$ cat config.mk
export PLATFORM = sky130hd
export DESIGN_NAME = tiny16
export DESIGN_NICKNAME = d
export VERILOG_FILES = /design/src/tiny16_pkg.sv /design/src/tiny16.sv /design/src/tiny16_control.sv /design/src/tiny16_execute.sv /design/src/tiny16_regfile.sv /design/src/tiny16_stage_counter.sv
export SDC_FILE = /design/constraint.sdc
export NUM_CORES = 1
export LEC_CHECK = 0
export ABC_AREA = 1
export BUFFER_PORTS_ARGS = -buffer_cell sky130_fd_sc_hd__buf_2
export CAP_MARGIN = 20
export CORE_MARGIN = 2
export CORE_UTILIZATION = 60
export CTS_CLUSTER_SIZE = 8
export DETAILED_ROUTE_END_ITERATION = 10
export PLACE_DENSITY = 0.79
export RECOVER_POWER = 25
export SYNTH_ARGS = -nofsm -noshare
export SYNTH_HDL_FRONTEND = slang
export SYNTH_HIERARCHICAL = 1
export SYNTH_SLANG_ARGS = --single-unit
$ cat constraint.sdc
create_clock -name clk -period 6.45 [get_ports clk]
set_input_delay 0.3225 -clock clk [delete_from_list [all_inputs] [get_ports clk]]
set_output_delay 0.3225 -clock clk [all_outputs]
set_load 0.02 [all_outputs]
$ cat src/tiny16_pkg.sv
`default_nettype none

package tiny16_pkg;

    // data, address and instruction word
    typedef logic [15:0] word_t;
    typedef logic [1:0]  reg_idx_t;
    // {dst field, high byte}, signed
    typedef logic [9:0]  imm10_t;
    typedef logic [7:0]  offset8_t;

    localparam reg_idx_t REG_A  = 2'd0;
    localparam reg_idx_t REG_W  = 2'd1;
    localparam reg_idx_t REG_X  = 2'd2;
    localparam reg_idx_t REG_PC = 2'd3;

    // four-bit opcode field, bits 7:4
    typedef enum logic [3:0] {
        OP_BR    = 4'd1,
        OP_MVI   = 4'd3,
        OP_LOAD  = 4'd4,
        OP_STORE = 4'd5,
        OP_MOVRR = 4'd6,
        OP_ADI   = 4'd7
    } opcode_e;

    typedef enum logic [3:0] {
        FETCH     = 4'b0001,
        DECODE    = 4'b0010,
        EXECUTE   = 4'b0100,
        WRITEBACK = 4'b1000
    } stage_e;

    typedef enum logic [1:0] {
        RUNNING,
        HALTED,
        FAULTED
    } run_state_e;

    localparam word_t INSTR_HALT = 16'h0000;
    localparam word_t INSTR_NOP  = 16'h0001;

    // field positions in the instruction word
    localparam int OPC_LSB  = 4;
    localparam int DST_LSB  = 2;
    localparam int SRC_LSB  = 0;
    localparam int VAL_LSB  = 8;
    // br invert bit, must be zero for mvi
    localparam int MODE_BIT = 3;
    // mvi byte select
    localparam int HI_BIT   = 2;

    // byte enables of a register write
    localparam logic [1:0] LANE_LO   = 2'b01;
    localparam logic [1:0] LANE_HI   = 2'b10;
    localparam logic [1:0] LANE_BOTH = 2'b11;

    // register write data source
    localparam logic [1:0] SRC_MEM  = 2'd0;
    localparam logic [1:0] SRC_EXEC = 2'd1;
    localparam logic [1:0] SRC_REG  = 2'd2;
    localparam logic [1:0] SRC_IMM  = 2'd3;

    // execute unit operation
    localparam logic [1:0] EX_ADI    = 2'd0;
    localparam logic [1:0] EX_ADDR   = 2'd1;
    localparam logic [1:0] EX_BRANCH = 2'd2;

endpackage

`default_nettype wire

$ cat src/tiny16.sv
`timescale 1ns/1ps
`default_nettype none

module tiny16 #(
    parameter tiny16_pkg::word_t reset_pc = 16'h0000
) (
    input  logic              clk,
    input  logic              reset,
    output tiny16_pkg::word_t address,
    input  tiny16_pkg::word_t data_in,
    output tiny16_pkg::word_t data_out,
    output logic              rd,
    output logic              wr,
    input  logic              ready,
    output logic              hlt,
    output logic              error
);
    import tiny16_pkg::*;

    stage_e     stage;
    logic       advance;
    reg_idx_t   rf_rd_idx;
    reg_idx_t   rf_wr_idx;
    logic       rf_we;
    logic       rf_pc_we;
    logic [1:0] rf_lane;
    logic [1:0] rf_src;
    logic [1:0] ex_op;
    logic       flag_we;
    imm10_t     imm10;
    offset8_t   offset8;
    logic [2:0] cond_mask;
    logic       cond_neg;
    word_t      rf_wr_data;
    word_t      rf_rd_data;
    word_t      rf_rd_data2;
    word_t      pc;
    word_t      pc_next;
    word_t      ex_result;
    word_t      eff_addr;

    // fetch uses the PC, load and store the computed address
    assign address  = (stage == FETCH) ? pc : eff_addr;
    assign data_out = rf_rd_data2;

    always_comb begin
        case (rf_src)
            SRC_MEM:  rf_wr_data = data_in;
            SRC_EXEC: rf_wr_data = ex_result;
            SRC_REG:  rf_wr_data = rf_rd_data;
            // mvi byte in both lanes, the lane select picks one
            default:  rf_wr_data = {offset8, offset8};
        endcase
    end

    tiny16_stage_counter u_stage (
        .clk     (clk),
        .reset   (reset),
        .advance (advance),
        .stage   (stage)
    );

    tiny16_control u_control (
        .clk       (clk),
        .reset     (reset),
        .stage     (stage),
        .data_in   (data_in),
        .ready     (ready),
        .advance   (advance),
        .rd        (rd),
        .wr        (wr),
        .hlt       (hlt),
        .error     (error),
        .rf_rd_idx (rf_rd_idx),
        .rf_wr_idx (rf_wr_idx),
        .rf_we     (rf_we),
        .rf_pc_we  (rf_pc_we),
        .rf_lane   (rf_lane),
        .rf_src    (rf_src),
        .ex_op     (ex_op),
        .flag_we   (flag_we),
        .imm10     (imm10),
        .offset8   (offset8),
        .cond_mask (cond_mask),
        .cond_neg  (cond_neg)
    );

    tiny16_regfile #(
        .reset_pc (reset_pc)
    ) u_regfile (
        .clk      (clk),
        .reset    (reset),
        .rd_idx   (rf_rd_idx),
        .wr_idx   (rf_wr_idx),
        .we       (rf_we),
        .lane     (rf_lane),
        .wr_data  (rf_wr_data),
        .pc_we    (rf_pc_we),
        .pc_next  (pc_next),
        .rd_data  (rf_rd_data),
        .rd_data2 (rf_rd_data2),
        .pc       (pc)
    );

    // the first read port serves both as adi operand and as address base
    tiny16_execute u_execute (
        .clk       (clk),
        .reset     (reset),
        .op        (ex_op),
        .flag_we   (flag_we),
        .src_data  (rf_rd_data),
        .base_data (rf_rd_data),
        .pc        (pc),
        .imm10     (imm10),
        .offset8   (offset8),
        .cond_mask (cond_mask),
        .cond_neg  (cond_neg),
        .result    (ex_result),
        .eff_addr  (eff_addr),
        .pc_next   (pc_next)
    );

endmodule

`default_nettype wire

$ cat src/tiny16_control.sv
`timescale 1ns/1ps
`default_nettype none

module tiny16_control (
    input  logic                 clk,
    input  logic                 reset,
    input  tiny16_pkg::stage_e   stage,
    input  tiny16_pkg::word_t    data_in,
    input  logic                 ready,
    output logic                 advance,
    output logic                 rd,
    output logic                 wr,
    output logic                 hlt,
    output logic                 error,
    output tiny16_pkg::reg_idx_t rf_rd_idx,
    output tiny16_pkg::reg_idx_t rf_wr_idx,
    output logic                 rf_we,
    output logic                 rf_pc_we,
    output logic [1:0]           rf_lane,
    output logic [1:0]           rf_src,
    output logic [1:0]           ex_op,
    output logic                 flag_we,
    output tiny16_pkg::imm10_t   imm10,
    output tiny16_pkg::offset8_t offset8,
    output logic [2:0]           cond_mask,
    output logic                 cond_neg
);
    import tiny16_pkg::*;

    word_t      instr;
    run_state_e state;
    logic       started;
    logic       active;
    logic       bus_stage;
    logic [3:0] opcode;
    reg_idx_t   dst;
    reg_idx_t   src;
    logic       is_halt;
    logic       is_nop;
    logic       is_br;
    logic       is_mvi;
    logic       is_load;
    logic       is_store;
    logic       is_movrr;
    logic       is_adi;
    logic       illegal;

    assign opcode = instr[OPC_LSB +: 4];
    assign dst    = instr[DST_LSB +: 2];
    assign src    = instr[SRC_LSB +: 2];

    assign is_halt  = (instr == INSTR_HALT);
    assign is_nop   = (instr == INSTR_NOP);
    assign is_br    = (opcode == OP_BR);
    assign is_mvi   = (opcode == OP_MVI) && !instr[MODE_BIT];
    assign is_load  = (opcode == OP_LOAD);
    assign is_store = (opcode == OP_STORE);
    assign is_movrr = (opcode == OP_MOVRR);
    assign is_adi   = (opcode == OP_ADI);
    assign illegal  = !(is_halt || is_nop || is_br || is_mvi ||
                        is_load || is_store || is_movrr || is_adi);

    assign imm10     = {dst, instr[VAL_LSB +: 8]};
    assign offset8   = instr[VAL_LSB +: 8];
    assign cond_mask = instr[2:0];
    assign cond_neg  = instr[MODE_BIT];

    // idle for one cycle after reset, then fetch
    assign active    = started && (state == RUNNING);
    assign bus_stage = (stage == FETCH) || ((stage == EXECUTE) && (is_load || is_store));
    assign advance   = active && (!bus_stage || ready);

    assign rd = active && ((stage == FETCH) || ((stage == EXECUTE) && is_load));
    assign wr = active && (stage == EXECUTE) && is_store;

    assign hlt   = (state != RUNNING);
    assign error = (state == FAULTED);

    assign rf_pc_we = active && (stage == DECODE) && !is_halt && !illegal;
    // load data is written in the cycle memory answers
    assign rf_we = active && (((stage == WRITEBACK) && (is_mvi || is_movrr || is_adi)) ||
                              ((stage == EXECUTE) && is_load && ready));
    assign flag_we = active && (stage == WRITEBACK) && is_adi;

    always_comb begin
        rf_rd_idx = src;
        rf_wr_idx = dst;
        rf_lane   = LANE_BOTH;
        rf_src    = SRC_REG;
        ex_op     = EX_ADDR;
        if (is_store) begin
            // base on the first port, store data on the second
            rf_rd_idx = dst;
            rf_wr_idx = src;
        end else if (is_load) begin
            rf_src = SRC_MEM;
        end else if (is_adi) begin
            rf_wr_idx = src;
            rf_src    = SRC_EXEC;
            ex_op     = EX_ADI;
        end else if (is_mvi) begin
            rf_wr_idx = src;
            rf_src    = SRC_IMM;
            rf_lane   = instr[HI_BIT] ? LANE_HI : LANE_LO;
        end else if (is_br) begin
            ex_op = EX_BRANCH;
        end
    end

    always_ff @(posedge clk) begin
        if (!reset) begin
            started <= 1'b0;
            state   <= RUNNING;
        end else begin
            started <= 1'b1;
            // stop decision at the end of DECODE, held until reset
            if (active && (stage == DECODE)) begin
                if (illegal) begin
                    state <= FAULTED;
                end else if (is_halt) begin
                    state <= HALTED;
                end
            end
        end
    end

    always_ff @(posedge clk) begin
        if (rd && ready && (stage == FETCH)) begin
            instr <= data_in;
        end
    end

endmodule

`default_nettype wire

$ cat src/tiny16_execute.sv
`timescale 1ns/1ps
`default_nettype none

module tiny16_execute (
    input  logic                 clk,
    input  logic                 reset,
    input  logic [1:0]           op,
    input  logic                 flag_we,
    input  tiny16_pkg::word_t    src_data,
    input  tiny16_pkg::word_t    base_data,
    input  tiny16_pkg::word_t    pc,
    input  tiny16_pkg::imm10_t   imm10,
    input  tiny16_pkg::offset8_t offset8,
    input  logic [2:0]           cond_mask,
    input  logic                 cond_neg,
    output tiny16_pkg::word_t    result,
    output tiny16_pkg::word_t    eff_addr,
    output tiny16_pkg::word_t    pc_next
);
    import tiny16_pkg::*;

    word_t      imm_ext;
    word_t      off_ext;
    logic       carry;
    logic       flag_c;
    logic       flag_z;
    logic       flag_n;
    logic [2:0] masked;
    logic       taken;

    assign imm_ext = {{6{imm10[9]}}, imm10};
    assign off_ext = {{8{offset8[7]}}, offset8};

    // adi sum with carry out of bit 15
    assign {carry, result} = {1'b0, src_data} + {1'b0, imm_ext};

    assign eff_addr = base_data + off_ext;

    // mask bit 2 tests c, bit 1 z, bit 0 n
    assign masked = cond_mask & {flag_c, flag_z, flag_n};
    assign taken  = (|masked) ^ cond_neg;

    // target relative to the branch's own address
    assign pc_next = ((op == EX_BRANCH) && taken) ? pc + off_ext : pc + 16'd1;

    always_ff @(posedge clk) begin
        if (!reset) begin
            flag_c <= 1'b0;
            flag_z <= 1'b0;
            flag_n <= 1'b0;
        end else if (flag_we) begin
            flag_c <= carry;
            flag_z <= (result == 16'h0000);
            flag_n <= result[15];
        end
    end

endmodule

`default_nettype wire

$ cat src/tiny16_regfile.sv
`timescale 1ns/1ps
`default_nettype none

module tiny16_regfile #(
    parameter tiny16_pkg::word_t reset_pc = 16'h0000
) (
    input  logic                 clk,
    input  logic                 reset,
    input  tiny16_pkg::reg_idx_t rd_idx,
    input  tiny16_pkg::reg_idx_t wr_idx,
    input  logic                 we,
    input  logic [1:0]           lane,
    input  tiny16_pkg::word_t    wr_data,
    input  logic                 pc_we,
    input  tiny16_pkg::word_t    pc_next,
    output tiny16_pkg::word_t    rd_data,
    output tiny16_pkg::word_t    rd_data2,
    output tiny16_pkg::word_t    pc
);
    import tiny16_pkg::*;

    word_t regs [4];

    assign rd_data = regs[rd_idx];
    // second read port follows the write index, used for store data
    assign rd_data2 = regs[wr_idx];
    assign pc = regs[REG_PC];

    always_ff @(posedge clk) begin
        if (!reset) begin
            for (int i = 0; i < 4; i++) begin
                regs[i] <= '0;
            end
            regs[REG_PC] <= reset_pc;
        end else begin
            if (pc_we) begin
                regs[REG_PC] <= pc_next;
            end
            // byte lanes, mvi touches only one of them
            if (we && lane[0]) begin
                regs[wr_idx][7:0] <= wr_data[7:0];
            end
            if (we && lane[1]) begin
                regs[wr_idx][15:8] <= wr_data[15:8];
            end
        end
    end

endmodule

`default_nettype wire

$ cat src/tiny16_stage_counter.sv
`timescale 1ns/1ps
`default_nettype none

module tiny16_stage_counter (
    input  logic               clk,
    input  logic               reset,
    input  logic               advance,
    output tiny16_pkg::stage_e stage
);
    import tiny16_pkg::*;

    logic [3:0] rotated;

    // one-hot ring, WRITEBACK wraps back to FETCH
    assign rotated = {stage[2:0], stage[3]};

    always_ff @(posedge clk) begin
        if (!reset) begin
            stage <= FETCH;
        end else if (advance) begin
            stage <= stage_e'(rotated);
        end
    end

endmodule

`default_nettype wire

==> results.json <==
{
  "drt_iter0_drc": 1056,
  "cp_common_cell": "nand2_1",
  "startpoint_type": "flip-flop",
  "grt_first_pass_wirelength_um": 38380,
  "critPathArrivalTime_ps": 5620,
  "power_switching_w": 0.0007376,
  "clock_latency_ps": 350,
  "core_sq_um": 13830,
  "crit_fanout": 25,
  "die_w_um": 123.0,
  "place_area_sq_um": 8637,
  "portBuffers": 54,
  "max_freq_mhz": 168.3,
  "syn2layout_area_growth_pct": 4.584,
  "grt_max_degree": 45,
  "stdcell_area_sq_um": 8879,
  "grt_pass1_vias": 7201,
  "rsz0062_at_grt": "false",
  "power_frac_comb_pct": 35.0,
  "ctsHoldBuffers": 0,
  "root_buffer": "clkbuf_16",
  "synthArstFlopShare_pct": 0,
  "die_area_sq_um": 15120,
  "first_pass_iters": 7,
  "vias": 8385,
  "fin_ws_ps": 509.4,
  "netlist_instances": 1250,
  "syn_area_sq_um": 8489,
  "post-route-period-util_pct": 92.10,
  "hold_viol": 0,
  "cp_num_buf_inv": 3,
  "max_slew_margin_pct": 9.133,
  "pwr-share-clk_pct": 27.8,
  "powerDensity_nw_per_um2": 209.5,
  "h-tree-depth": 3,
  "cts_sinks": 90,
  "drc_errors": 0,
  "finalSetupViolCount": 0,
  "initial_utilization_pct": 61.40,
  "max-cap-violations": 0,
  "skew_ps": 9.343,
  "irDropWorstVdd_uv": 209.6,
  "io_pins": 55,
  "ys_warn_count": 6,
  "slew_viol_final": 0,
  "outcome": "finished clean",
  "vias_per_cell": 5.787,
  "drive_gt1_share_pct": 9.614,
  "tns_ps": 0,
  "cts.repair.resized": 0,
  "clockBufferDepth": 2,
  "synth_ff_type": "edfxtp_1",
  "synth-seq-cells": 90,
  "tightestPinTransition_ps": 1363,
  "globalRouteTotalUtil_pct": 33.78,
  "crit_path_cell_trace": "nor2_4 -> nand3_1 -> o21ai_0 -> clkinv_1 -> nor2_1 -> nand2_1 -> nand2_1 -> ha_1 -> inv_1 -> fa_1 -> o21ai_1 -> a21oi_1 -> o21ai_2 -> a21boi_1 -> o21ai_0 -> xor2_1 -> nand2_1 -> nand2_1 -> buf_2",
  "cts_buffers": 9,
  "dp_hpwl_um": 19580,
  "post-route-min-period_ps": 5941,
  "p_int_w": 0.001123,
  "num_antenna_cells": 0,
  "wl_per_cell_um": 17.41,
  "synthesis.nets": 1310,
  "cts.clk_slew.worst_paths_ps": 70,
  "place.gp.congestion": 1.010,
  "cts_setup_buffers": 0,
  "nNetsFinal": 1324,
  "tritoncts": "built",
  "sw_frac_of_total_pct": 39.65,
  "place_ws_ps": 1004,
  "drt.antenna.violating_nets": 0,
  "grt_overflow": 0,
  "path_class": "flip-flop to primary output",
  "synth_edf_count": 80,
  "die_h_um": 123.0,
  "end_kind": "primary output",
  "crit_slowest_cell": "clkinv_1",
  "avgSynthCellArea_sq_um": 6.792,
  "slowest_delay_ps": 940,
  "cp_top_family": "compound AO/OA/AOI/OAI gates",
  "pwr-share-seq_pct": 37.2,
  "cellLeakagePower_nw": 4.387,
  "ys_seq_area_share_pct": 30.66,
  "ys_types": 45,
  "wirelength_um": 25230,
  "antenna_found_initial": 0,
  "hold_path.class": "input pin to flip-flop",
  "crit_required_ps": 6130,
  "rows": 43
}
==> cells by family (layout without fill, tap and decap cells) <==
logic type,after synthesis,after routing,share of synthesized area (%)
buffers and inverters,220,239,12.17
and+or+nand+nor,734,734,38.45
adders and majority gates,41,41,6.308
DFF,90,90,30.66
xor gates and xnor gates,32,32,3.301
AOI/OAI and AO/OA,133,133,9.108
==> cells in the final DEF, fill, tap and decap left out, types with 23 or more instances in the layout <==
cell type  synthesis  final
edfxtp_1          80     80
xor2_1            23     23
nand3_1          106    107
nor2_1           147    147
nand4_1           33     33
buf_2             17     36
nand2_1          384    386
ha_1              38     38
o21ai_0           52     51
a21oi_1           36     36
inv_1            151    152
==> per-layer routing <==
| layer | GRT usage [%] | routed length (um) | vias to the layer above |
|---|---|---|---|
| met3 | 4.290 | 2689 | 46 |
| met2 | 50.59 | 10850 | 479 |
| li1 | - | - | 4076 |
| met5 | 0 | 0 | - |
| met1 | 49.65 | 10810 | 3784 |
| met4 | 13.07 | 881 | 0 |
==> metrics by stage <==
stage                     total power [W]  cells  hold slack (ps)  util [%]
final                            0.001860   1449            156.5     64.21
after global routing             0.001947   1449            157.9     64.21
after CTS                        0.001855   1449            151.4     64.61
after detailed placement         0.001339   1433            474.2     62.46
after global placement           0.001334   1433            471.2     62.46
after floorplan                  0.001166   1250            350.2         -
==> area by class of cell <==
type	instances	area, sq um
clock buffers	9	225.2
clock inverters	7	71.32
fillers	1335	4949
inverters	162	614.3
multi-input cells	940	4847
flip-flops and latches	90	2603
well taps	180	225.2
repair buffers	61	292.8
==> flip-flops by register name, indices dropped and copies added (netlist names) <==
name               flops
u_control/state        2
u_control/instr       16
u_control/started      1
u_execute/flag_n       1
u_execute/flag_z       1
u_execute/flag_c       1
u_regfile/regs        64
u_stage/stage          4
==> path summary, 6_finish.rpt <==
kind / slack, ps / depth (start not counted) / end / startpoint
max: 510 / 19 / address[12] / u_control/instr[7]
min: 160 / 1 / u_control/instr[10] / data_in[10]
max reg2reg: 850 / 20 / u_regfile/regs[0][13] / u_control/instr[7]
min reg2reg: 500 / 2 / u_execute/flag_z / u_execute/flag_z
==> synth_stat cells (3+ instances only) <==
| library cell | count | share of area [%] |
|---|---|---|
| nand2_1 | 384 | 17 |
| dfxtp_1 | 10 | 2.4 |
| nand3_2 | 5 | 0.59 |
| nor3_1 | 5 | 0.29 |
| a21o_1 | 3 | 0.27 |
| o21ai_0 | 52 | 3.1 |
| fa_1 | 3 | 0.71 |
| o31ai_1 | 3 | 0.27 |
| inv_1 | 151 | 6.7 |
| a21oi_1 | 36 | 2.1 |
| nand3_1 | 106 | 6.2 |
| buf_6 | 9 | 1.2 |
| nor2_2 | 8 | 0.59 |
| o41ai_1 | 5 | 0.52 |
| nand2_4 | 6 | 0.80 |
| o21ai_2 | 3 | 0.31 |
| xnor2_1 | 9 | 0.93 |
| nor2_1 | 147 | 6.5 |
| edfxtp_1 | 80 | 28 |
| o21ai_1 | 7 | 0.41 |
| buf_2 | 17 | 1.0 |
| ha_1 | 38 | 5.6 |
| nand4_1 | 33 | 2.4 |
| xor2_1 | 23 | 2.4 |
| buf_4 | 30 | 2.7 |
| nand2_2 | 22 | 1.6 |
| inv_2 | 6 | 0.27 |
| nor2_4 | 7 | 0.93 |
| o211ai_1 | 16 | 1.4 |
| nand3b_1 | 4 | 0.35 |
==> power groups by stage <==
stage | clock [W] | sequential [W] | combinational, W
final | 0.000517 | 0.000692 | 0.000651
after CTS | 0.000525 | 0.000691 | 0.000639
after detailed placement | 0 | 0.000704 | 0.000635
after global routing | 0.000544 | 0.000695 | 0.000708
after floorplan | 0 | 0.000690 | 0.000476
after global placement | 0 | 0.000704 | 0.000630
(Power assumes the default switching activity.)
